File: src/rtl/console_pkg.sv
/* board constants for the front-panel console
   imported by the debouncer, run control and display blocks */
package console_pkg;

   ////////////////////////////////////////
   // button filtering

   // equal samples needed before a button output flips
   localparam int DEBOUNCE_CYCLES   = 16;
   localparam int DEBOUNCE_CNT_BITS = $clog2(DEBOUNCE_CYCLES);

   // depth of every input synchronizer
   localparam int SYNC_STAGES = 2;

   ////////////////////////////////////////
   // processor reset

   // cycles proc_rst_n stays low after master reset ends
   localparam int RESET_HOLD_CYCLES = 8;
   localparam int HOLD_CNT_BITS     = $clog2(RESET_HOLD_CYCLES);

   ////////////////////////////////////////
   // seven-segment display

   localparam int NUM_DIGITS = 8;   // digits on the board
   localparam int WORD_BITS  = 32;  // debug word, one nibble per digit
   localparam int SEG_BITS   = 7;   // segments a..g, no point

endpackage

File: src/rtl/panel_types_pkg.sv
/* data types passed between the console blocks
   raw switch bundle, debounced panel state and display words */
package panel_types_pkg;

   // debug word shown on the digits
   typedef logic [console_pkg::WORD_BITS-1:0] debug_word_t;

   // one displayed nibble
   typedef logic [3:0] hex_digit_t;

   // segment bits g down to a, active high
   typedef logic [console_pkg::SEG_BITS-1:0] seg_pattern_t;

   // digit 0 is leftmost, shows the top nibble
   typedef seg_pattern_t [0:console_pkg::NUM_DIGITS-1] seg_bank_t;

   // raw panel inputs, buttons active high
   typedef struct packed {
      logic reset_btn;    // master reset button
      logic release_btn;  // release from break
      logic step_btn;     // single step button
      logic io_sel;       // io port select, passed to processor
      logic run_mode;     // 1 = free-running clock
      logic show_io;      // 1 = display io_word
      logic show_addr;    // 1 = pc_word, 0 = instr_word
   } panel_switches_t;

   // filtered and synchronized panel inputs
   typedef struct packed {
      logic reset_lvl;
      logic release_lvl;
      logic release_rise;  // one cycle
      logic step_rise;     // one cycle
      logic io_sel;
      logic run_mode;
      logic show_io;
      logic show_addr;
   } panel_state_t;

endpackage

File: src/rtl/button_debouncer.sv
/* debouncer for one push button
   synchronizes the raw input, then flips level after a stable run */
`timescale 1ns/1ps

module button_debouncer (
   input  logic clk,
   input  logic rst_n,
   input  logic btn,
   output logic level,
   output logic rise
);
   import console_pkg::*;

   logic [SYNC_STAGES-1:0]       sync_q;  // sync chain, msb is oldest
   logic                         btn_s;   // synchronized button
   logic [DEBOUNCE_CNT_BITS-1:0] run_cnt; // samples differing from level
   logic                         run_full;

   assign btn_s    = sync_q[SYNC_STAGES-1];
   assign run_full = (run_cnt == DEBOUNCE_CNT_BITS'(DEBOUNCE_CYCLES - 1));

   ////////////////////////////////////////
   // synchronizer

   always_ff @(posedge clk or negedge rst_n) begin
      if (!rst_n) begin
         sync_q <= '0;
      end else begin
         sync_q <= {sync_q[SYNC_STAGES-2:0], btn};
      end
   end

   ////////////////////////////////////////
   // run-length filter

   always_ff @(posedge clk or negedge rst_n) begin
      if (!rst_n) begin
         run_cnt <= '0;
         level   <= 1'b0;
         rise    <= 1'b0;
      end else begin
         rise <= 1'b0;
         if (btn_s == level) begin
            run_cnt <= '0;            // glitch ended, start over
         end else if (run_full) begin
            run_cnt <= '0;
            level   <= btn_s;         // held long enough
            rise    <= btn_s;         // only on 0 -> 1
         end else begin
            run_cnt <= run_cnt + 1'b1;
         end
      end
   end

   // a rise needs the synced button high for a full run
   a_rise_level: assert property (@(posedge clk) disable iff (!rst_n)
      rise |-> level && $past(btn_s, DEBOUNCE_CYCLES));

endmodule

File: src/rtl/panel_inputs.sv
/* front-panel input stage
   debounces reset, release and step, synchronizes the level switches
   and packs everything into one panel_state_t */
`timescale 1ns/1ps

module panel_inputs (
   input  logic                             clk,
   input  logic                             rst_n,
   input  panel_types_pkg::panel_switches_t sw,
   output panel_types_pkg::panel_state_t    state
);
   import console_pkg::*;

   logic                        reset_lvl;
   logic                        release_lvl;
   logic                        release_rise;
   logic                        step_rise;
   logic [3:0]                  lvl_in;   // io_sel, run_mode, show_io, show_addr
   logic [SYNC_STAGES-1:0][3:0] lvl_sync;
   logic [3:0]                  lvl_out;

   // reset only needs the level, step only the edge
   button_debouncer reset_db_i (
      .clk   (clk),
      .rst_n (rst_n),
      .btn   (sw.reset_btn),
      .level (reset_lvl),
      .rise  ()
   );

   button_debouncer release_db_i (
      .clk   (clk),
      .rst_n (rst_n),
      .btn   (sw.release_btn),
      .level (release_lvl),
      .rise  (release_rise)
   );

   button_debouncer step_db_i (
      .clk   (clk),
      .rst_n (rst_n),
      .btn   (sw.step_btn),
      .level (),
      .rise  (step_rise)
   );

   ////////////////////////////////////////
   // level switches, sync only

   assign lvl_in  = {sw.io_sel, sw.run_mode, sw.show_io, sw.show_addr};
   assign lvl_out = lvl_sync[SYNC_STAGES-1];

   always_ff @(posedge clk or negedge rst_n) begin
      if (!rst_n) begin
         lvl_sync <= '0;
      end else begin
         lvl_sync[0] <= lvl_in;
         for (int i = 1; i < SYNC_STAGES; i++) begin
            lvl_sync[i] <= lvl_sync[i-1];
         end
      end
   end

   always_comb begin
      state.reset_lvl    = reset_lvl;
      state.release_lvl  = release_lvl;
      state.release_rise = release_rise;
      state.step_rise    = step_rise;
      {state.io_sel, state.run_mode, state.show_io, state.show_addr} = lvl_out;
   end

endmodule

File: src/rtl/run_control.sv
/* processor run control
   stretches the master reset, makes the processor clock enable
   and picks the release signal for run or step mode */
`timescale 1ns/1ps

module run_control (
   input  logic                          clk,
   input  logic                          rst_n,
   input  panel_types_pkg::panel_state_t state,
   output logic                          proc_rst_n,
   output logic                          proc_clk_en,
   output logic                          proc_release,
   output logic                          io_sel
);
   import console_pkg::*;

   logic [HOLD_CNT_BITS-1:0] hold_cnt;   // cycles since master reset ended
   logic                     hold_done;
   logic                     run_next;   // proc_rst_n for the next cycle

   assign hold_done = (hold_cnt == HOLD_CNT_BITS'(RESET_HOLD_CYCLES - 1));
   // reset button wins, otherwise stay up or come up at end of hold
   assign run_next  = ~state.reset_lvl & (proc_rst_n | hold_done);

   ////////////////////////////////////////
   // reset hold

   always_ff @(posedge clk or negedge rst_n) begin
      if (!rst_n) begin
         hold_cnt   <= '0;
         proc_rst_n <= 1'b0;
      end else begin
         proc_rst_n <= run_next;
         if (state.reset_lvl) begin
            hold_cnt <= '0;                    // restart the hold
         end else if (!proc_rst_n && !hold_done) begin
            hold_cnt <= hold_cnt + 1'b1;
         end
      end
   end

   ////////////////////////////////////////
   // clock enable and release

   always_ff @(posedge clk or negedge rst_n) begin
      if (!rst_n) begin
         proc_clk_en  <= 1'b0;
         proc_release <= 1'b0;
         io_sel       <= 1'b0;
      end else begin
         // free run or one tick per step press
         proc_clk_en  <= run_next & (state.run_mode | state.step_rise);
         proc_release <= run_next & (state.run_mode ? state.release_lvl
                                                    : state.release_rise);
         io_sel       <= state.io_sel;
      end
   end

   // no tick in reset, nor before the hold after a reset press has run
   a_no_en_in_reset: assert property (@(posedge clk) disable iff (!rst_n)
      proc_clk_en |-> proc_rst_n && !$past(state.reset_lvl, RESET_HOLD_CYCLES));

   // step mode, debounced presses never give back-to-back ticks
   a_step_single: assert property (@(posedge clk) disable iff (!rst_n)
      (proc_clk_en && !$past(state.run_mode) && !$past(state.run_mode, 2))
      |-> !$past(proc_clk_en));

endmodule

File: src/rtl/display_capture.sv
/* display word producer
   picks io, pc or instruction word from the panel switches and
   offers it to the display over a four-phase req/ack handshake */
`timescale 1ns/1ps

module display_capture (
   input  logic                          clk,
   input  logic                          rst_n,
   input  panel_types_pkg::panel_state_t state,
   input  panel_types_pkg::debug_word_t  io_word,
   input  panel_types_pkg::debug_word_t  pc_word,
   input  panel_types_pkg::debug_word_t  instr_word,
   input  logic                          disp_ack,
   output logic                          disp_req,
   output panel_types_pkg::debug_word_t  disp_word
);
   import panel_types_pkg::*;

   debug_word_t sel_word;   // word the switches ask for
   logic        idle;       // both handshake lines low

   assign idle = ~disp_req & ~disp_ack;

   always_comb begin
      if (state.show_io) begin
         sel_word = io_word;
      end else if (state.show_addr) begin
         sel_word = pc_word;     // current address
      end else begin
         sel_word = instr_word;  // current instruction
      end
   end

   ////////////////////////////////////////
   // producer side of req/ack

   always_ff @(posedge clk or negedge rst_n) begin
      if (!rst_n) begin
         disp_req <= 1'b0;
      end else if (idle) begin
         disp_req <= 1'b1;         // phase 1, word goes out with req
      end else if (disp_req && disp_ack) begin
         disp_req <= 1'b0;         // phase 3
      end
   end

   // sampled once per transfer, held while req is up
   always_ff @(posedge clk) begin
      if (idle) begin
         disp_word <= sel_word;
      end
   end

   // held through req and through the consumer's ack
   a_word_stable: assert property (@(posedge clk) disable iff (!rst_n)
      ((disp_req && $past(disp_req)) || disp_ack) |-> disp_word == $past(disp_word));

endmodule

File: src/rtl/seg_display.sv
/* display word consumer
   latches words from the req/ack handshake and decodes each nibble
   into a registered hex pattern, top nibble on the leftmost digit */
`timescale 1ns/1ps

module seg_display (
   input  logic                         clk,
   input  logic                         rst_n,
   input  logic                         disp_req,
   input  panel_types_pkg::debug_word_t disp_word,
   output logic                         disp_ack,
   output panel_types_pkg::seg_bank_t   seg
);
   import console_pkg::*;
   import panel_types_pkg::*;

   debug_word_t shown_word;   // last word latched
   seg_bank_t   seg_next;

   // standard hex font, bits g..a
   function automatic seg_pattern_t hex_to_seg(input hex_digit_t nib);
      case (nib)
         4'h0: hex_to_seg = 7'b0111111;
         4'h1: hex_to_seg = 7'b0000110;
         4'h2: hex_to_seg = 7'b1011011;
         4'h3: hex_to_seg = 7'b1001111;
         4'h4: hex_to_seg = 7'b1100110;
         4'h5: hex_to_seg = 7'b1101101;
         4'h6: hex_to_seg = 7'b1111101;
         4'h7: hex_to_seg = 7'b0000111;
         4'h8: hex_to_seg = 7'b1111111;
         4'h9: hex_to_seg = 7'b1101111;
         4'ha: hex_to_seg = 7'b1110111;
         4'hb: hex_to_seg = 7'b1111100;  // lower case b
         4'hc: hex_to_seg = 7'b0111001;
         4'hd: hex_to_seg = 7'b1011110;  // lower case d
         4'he: hex_to_seg = 7'b1111001;
         default: hex_to_seg = 7'b1110001;
      endcase
   endfunction

   ////////////////////////////////////////
   // consumer side of req/ack

   always_ff @(posedge clk or negedge rst_n) begin
      if (!rst_n) begin
         disp_ack   <= 1'b0;
         shown_word <= '0;
      end else if (disp_req && !disp_ack) begin
         shown_word <= disp_word;   // phase 2, latch then ack
         disp_ack   <= 1'b1;
      end else if (!disp_req && disp_ack) begin
         disp_ack   <= 1'b0;        // phase 4
      end
   end

   always_comb begin
      for (int i = 0; i < NUM_DIGITS; i++) begin
         seg_next[i] = hex_to_seg(shown_word[WORD_BITS-1-i*$bits(hex_digit_t) -: 4]);
      end
   end

   // one cycle behind the latch
   always_ff @(posedge clk or negedge rst_n) begin
      if (!rst_n) begin
         seg <= {NUM_DIGITS{hex_to_seg(4'h0)}};
      end else begin
         seg <= seg_next;
      end
   end

   // producer keeps req up until it has seen ack
   a_ack_needs_req: assert property (@(posedge clk) disable iff (!rst_n)
      $rose(disp_ack) |-> $past(disp_req) && disp_req);

endmodule

File: src/rtl/console_top.sv
/* front-panel console top level
   buttons and switches in, processor reset, clock enable, release
   and eight hex digits of the chosen debug word out */
`timescale 1ns/1ps

module console_top (
   input  logic                             clk,
   input  logic                             rst_n,
   input  panel_types_pkg::panel_switches_t sw,
   input  panel_types_pkg::debug_word_t     io_word,
   input  panel_types_pkg::debug_word_t     pc_word,
   input  panel_types_pkg::debug_word_t     instr_word,
   output logic                             proc_rst_n,
   output logic                             proc_clk_en,
   output logic                             proc_release,
   output logic                             io_sel,
   output panel_types_pkg::seg_bank_t       seg
);
   import panel_types_pkg::*;

   panel_state_t state;       // filtered panel inputs
   logic         disp_req;
   logic         disp_ack;
   debug_word_t  disp_word;

   ////////////////////////////////////////
   // panel and processor control

   panel_inputs panel_inputs_i (
      .clk   (clk),
      .rst_n (rst_n),
      .sw    (sw),
      .state (state)
   );

   run_control run_control_i (
      .clk          (clk),
      .rst_n        (rst_n),
      .state        (state),
      .proc_rst_n   (proc_rst_n),
      .proc_clk_en  (proc_clk_en),
      .proc_release (proc_release),
      .io_sel       (io_sel)
   );

   ////////////////////////////////////////
   // debug display

   display_capture display_capture_i (
      .clk        (clk),
      .rst_n      (rst_n),
      .state      (state),
      .io_word    (io_word),
      .pc_word    (pc_word),
      .instr_word (instr_word),
      .disp_ack   (disp_ack),
      .disp_req   (disp_req),
      .disp_word  (disp_word)
   );

   seg_display seg_display_i (
      .clk       (clk),
      .rst_n     (rst_n),
      .disp_req  (disp_req),
      .disp_word (disp_word),
      .disp_ack  (disp_ack),
      .seg       (seg)
   );

endmodule

File: config.mk
export PLATFORM = sky130hd
export DESIGN_NAME = console_top
export DESIGN_NICKNAME = d
export VERILOG_FILES = /design/src/rtl/console_pkg.sv /design/src/rtl/panel_types_pkg.sv /design/src/rtl/button_debouncer.sv /design/src/rtl/panel_inputs.sv /design/src/rtl/run_control.sv /design/src/rtl/display_capture.sv /design/src/rtl/seg_display.sv /design/src/rtl/console_top.sv
export SDC_FILE = /design/constraint.sdc
export NUM_CORES = 1
export LEC_CHECK = 0
export ABC_AREA = 0
export BUFFER_PORTS_ARGS = -buffer_cell sky130_fd_sc_hd__buf_4
export CORE_MARGIN = 2
export CORE_UTILIZATION = 59
export DETAILED_ROUTE_END_ITERATION = 10
export GPL_TIMING_DRIVEN = 1
export PLACE_DENSITY = 0.84
export SYNTH_ARGS = -nofsm -noshare
export SYNTH_HDL_FRONTEND = slang
export SYNTH_SLANG_ARGS = --single-unit
File: constraint.sdc
create_clock -name clk -period 5.6 [get_ports clk]
set_clock_uncertainty 0.15 [all_clocks]
set_input_delay 0.28 -clock clk [delete_from_list [all_inputs] [get_ports clk]]
set_output_delay 0.28 -clock clk [all_outputs]
set_load 0.1 [all_outputs]
==> run metrics <==
status=complete, no violations; IO Count=approximately 170; # resized after CTS=0; Max H-tree Level=4; RD Place Congestion=0.872; CTS Buf Count=17; Bufs on Longest Clock Path=2; Setup TNS Final=0 ns; gr ovfl total=0; initial antenna violation count=0; Hold Fails Final Rpt=0; first-pass GRT wire length=between 20 and 30 mm; DRT Wirelength=between 15 and 20 mm; Pleak=~4.6 nW; Post-Syn Area=7700 um2; most common cell after layout, fill and taps aside=buf_4; Die W=118 um; via density per instance=5.30; Worst EP required=~5.8 ns; Die ar.=between 10000 and 15000 um2; PD cells=roughly 350 nW/um2; FFs w/ async S/R, synth=between 80% and 90%; register area share after synthesis=between 50% and 60%; number of synthesized flops with an enable pin=32; Final setup violation count=0; insertion delay to the later sink of the worst-skew pair=approximately 0.42 ns; Mapped Avg Cell Area=roughly 12 um2; Final Cycle Share=about 34%; Initial Util=roughly three fifths; vias in the first global route=between 5000 and 6000; commonest non-fill, non-tap cells in the layout=buf_4 (167), dfrtp_1 (79), o21ai_0 (66); detailed-route DRC error count=0; IO Port Bufs=164; WS Path Type=reg2reg; Global Route Usage Sum=24.2%; wire length per cell=approximately 16 um; unrepaired setup endpoints after global routing=no; # rows=41; Post-DP HPWL=roughly 11 mm; core area=between 10000 and 15000 um2; clock sinks=160; Finished Core Util=around four fifths; Yosys warnings=0; HP Class=in2reg; 1st-iter DRT viols=270; Inserted Diodes=0; Die Y=between 100 and 150 um; CP arrival=~2.1 ns; via count=about 5500; Critical Path End Type=register; Setup crit start kind=register; ANT nets after route=0; area grow syn2layout=29.1%; Max-Cap Viols=0; Final Net Count=between 1000 and 1500; Worst-Margin Slew=roughly 1.0 ns; fraction of layout cells with a size suffix above 1=a little under a third; fin. max-slew vios=0; CTS Root Cell=clkbuf_16; Slew HR=31.2%; DR pass1 iterations=4; Syn Inst Count=between 600 and 700; FMAX=0.520 GHz; r2r setup slk=3.68 ns; CTS tree=built; CP max FO=between 50 and 60; maximum VDD drop=243 uV; fillers=770; largest net degree at the start of global routing=87; clk slew on worst S/H paths=0.06 ns; synth unique cells=40; dominant synthesized flop cell=dfrtp_1; #FFs+latches synth=between 150 and 200; syn_nets=around 830; post-layout min period=about 1.9 ns
[synth_stat cells (all sizes together), types with 9 or more instances]
| cell type | n | area [um2] |
|---|---|---|
| xnor2 | 9 | 78.8 |
| inv | 46 | 178 |
| buf | 22 | 129 |
| nor2b | 21 | 134 |
| ha | 63 | 788 |
| nor3 | 9 | 45.0 |
| nor2 | 25 | 93.8 |
| o21ai | 73 | 365 |
| a22oi | 12 | 90.1 |
| edfxtp | 32 | 961 |
| mux2i | 37 | 370 |
| a21oi | 35 | 175 |
| dfstp | 48 | 1260 |
| dfrtp | 80 | 2000 |
| nand2 | 64 | 240 |
| clkbuf | 12 | 45.0 |
| mux2 | 20 | 225 |
[logic make-up (layout without fill, tap and decap cells)]
| family | after synthesis | in the layout | share of synthesized area (%) |
|---|---|---|---|
| AOI/OAI and AO/OA | 146 | 146 | 10.8 |
| and+or+nand+nor | 141 | 141 | 8.58 |
| adders and majority gates | 63 | 63 | 10.2 |
| xor gates and xnor gates | 10 | 10 | 1.14 |
| DFF | 160 | 160 | 54.9 |
| buffers and inverters | 80 | 280 | 4.57 |
| muxes | 64 | 64 | 9.79 |
[registers in the layout (all words and copies together) (netlist names)]
| register | cells |
|---|---|
| panel_inputs_i.lvl_out | 4 |
| panel_inputs_i.reset_db_i.run_cnt | 4 |
| panel_inputs_i.release_db_i.rise | 1 |
| run_control_i.proc_rst_n | 1 |
| seg_display_i.seg | 56 |
| display_capture_i.disp_req | 1 |
| panel_inputs_i.release_db_i.sync_q | 2 |
| panel_inputs_i.release_db_i.run_cnt | 4 |
| panel_inputs_i.reset_db_i.sync_q | 2 |
| panel_inputs_i.release_db_i.level | 1 |
| run_control_i.hold_cnt | 3 |
| panel_inputs_i.step_db_i.rise | 1 |
| seg_display_i.disp_ack | 1 |
| panel_inputs_i.step_db_i.sync_q | 2 |
| panel_inputs_i.reset_db_i.level | 1 |
| run_control_i.io_sel | 1 |
| run_control_i.proc_release | 1 |
| run_control_i.proc_clk_en | 1 |
| panel_inputs_i.lvl_sync | 4 |
| panel_inputs_i.step_db_i.run_cnt | 4 |
| panel_inputs_i.step_db_i.level | 1 |
| display_capture_i.disp_word | 32 |
| seg_display_i.shown_word | 32 |
[metrics by stage]
| stage | total power [W] | hold slack [ns] | setup slack, ns | instance area, um2 | cells |
|---|---|---|---|---|---|
| 5_1_grt | 0.00359 | 0.00219 | 3.41 | 9940 | 1036 |
| 2_1_floorplan | 0.00209 | -0.166 | 3.79 | 7700 | 664 |
| 4_1_cts | 0.00348 | 0.00130 | 3.65 | 9940 | 1036 |
| 3_3_place_gp | 0.00229 | 0.182 | 3.75 | 9000 | 969 |
| 3_5_place_dp | 0.00232 | 0.186 | 3.68 | 9000 | 969 |
| 6_report | 0.00346 | 0.0128 | 3.68 | 9940 | 1036 |
[critical path, cell delays in order (launching register included)]
cell and delay, ns:
dfrtp_1 0.36, inv_1 0.10, ha_2 0.78, mux2_2 0.42
[report_power, final]
part / internal (W) / total [W] / switching, W
combinational: 0.000260 / 0.000894 / 0.000635
clock: 0.000700 / 0.00113 / 0.000435
sequential: 0.00134 / 0.00143 / 0.0000894
total: 0.00230 / 0.00346 / 0.00116
[metal layers]
metal,up-vias,part of all wire [%],global-route usage [%]
met5,-,0,0
met4,0,2.2,10.3
met1,2621,40,29.8
met2,183,52,41.1
met3,27,5.0,5.45
li1,2662,-,-
[path summary, 6_finish.rpt]
kind | endpoint | depth (start not counted) | startpoint
min in group asynchronous | panel_inputs_i.reset_db_i.run_cnt[2]$_DFF_PN0_ | 2 | rst_n
setup / recovery | seg_display_i.shown_word[27]$_DFFE_PN0P_ | 3 | seg_display_i.disp_ack$_DFFE_PN0P_
hold reg to reg | panel_inputs_i.lvl_out[3]$_DFF_PN0_ | 0 | panel_inputs_i.lvl_sync[3]$_DFF_PN0_
setup reg to reg | seg_display_i.shown_word[27]$_DFFE_PN0P_ | 3 | seg_display_i.disp_ack$_DFFE_PN0P_
max in group asynchronous | panel_inputs_i.lvl_out[0]$_DFF_PN0_ | 3 | rst_n
hold / removal | display_capture_i.disp_word[1]$_DFFE_PP_ | 3 | io_word[1]
[cell type report]
type,instances,area [um2],area share [%]
multi-input combinational,424,3120,31.4
timing repair buffer,202,1600,16.1
inverter,46,178,1.79
tap,172,215,2.17
clock inverter,10,106,1.07
sequential,160,4230,42.5
clock buffer,22,484,4.87
[repair_timing]
item                                    in CTS  in global routing
hold buffers                                35                  0
endpoints found under the setup margin       0                  0
hold endpoints to repair                    84                  0
buffers inserted                             0                  0
(Power assumes the default switching activity.)
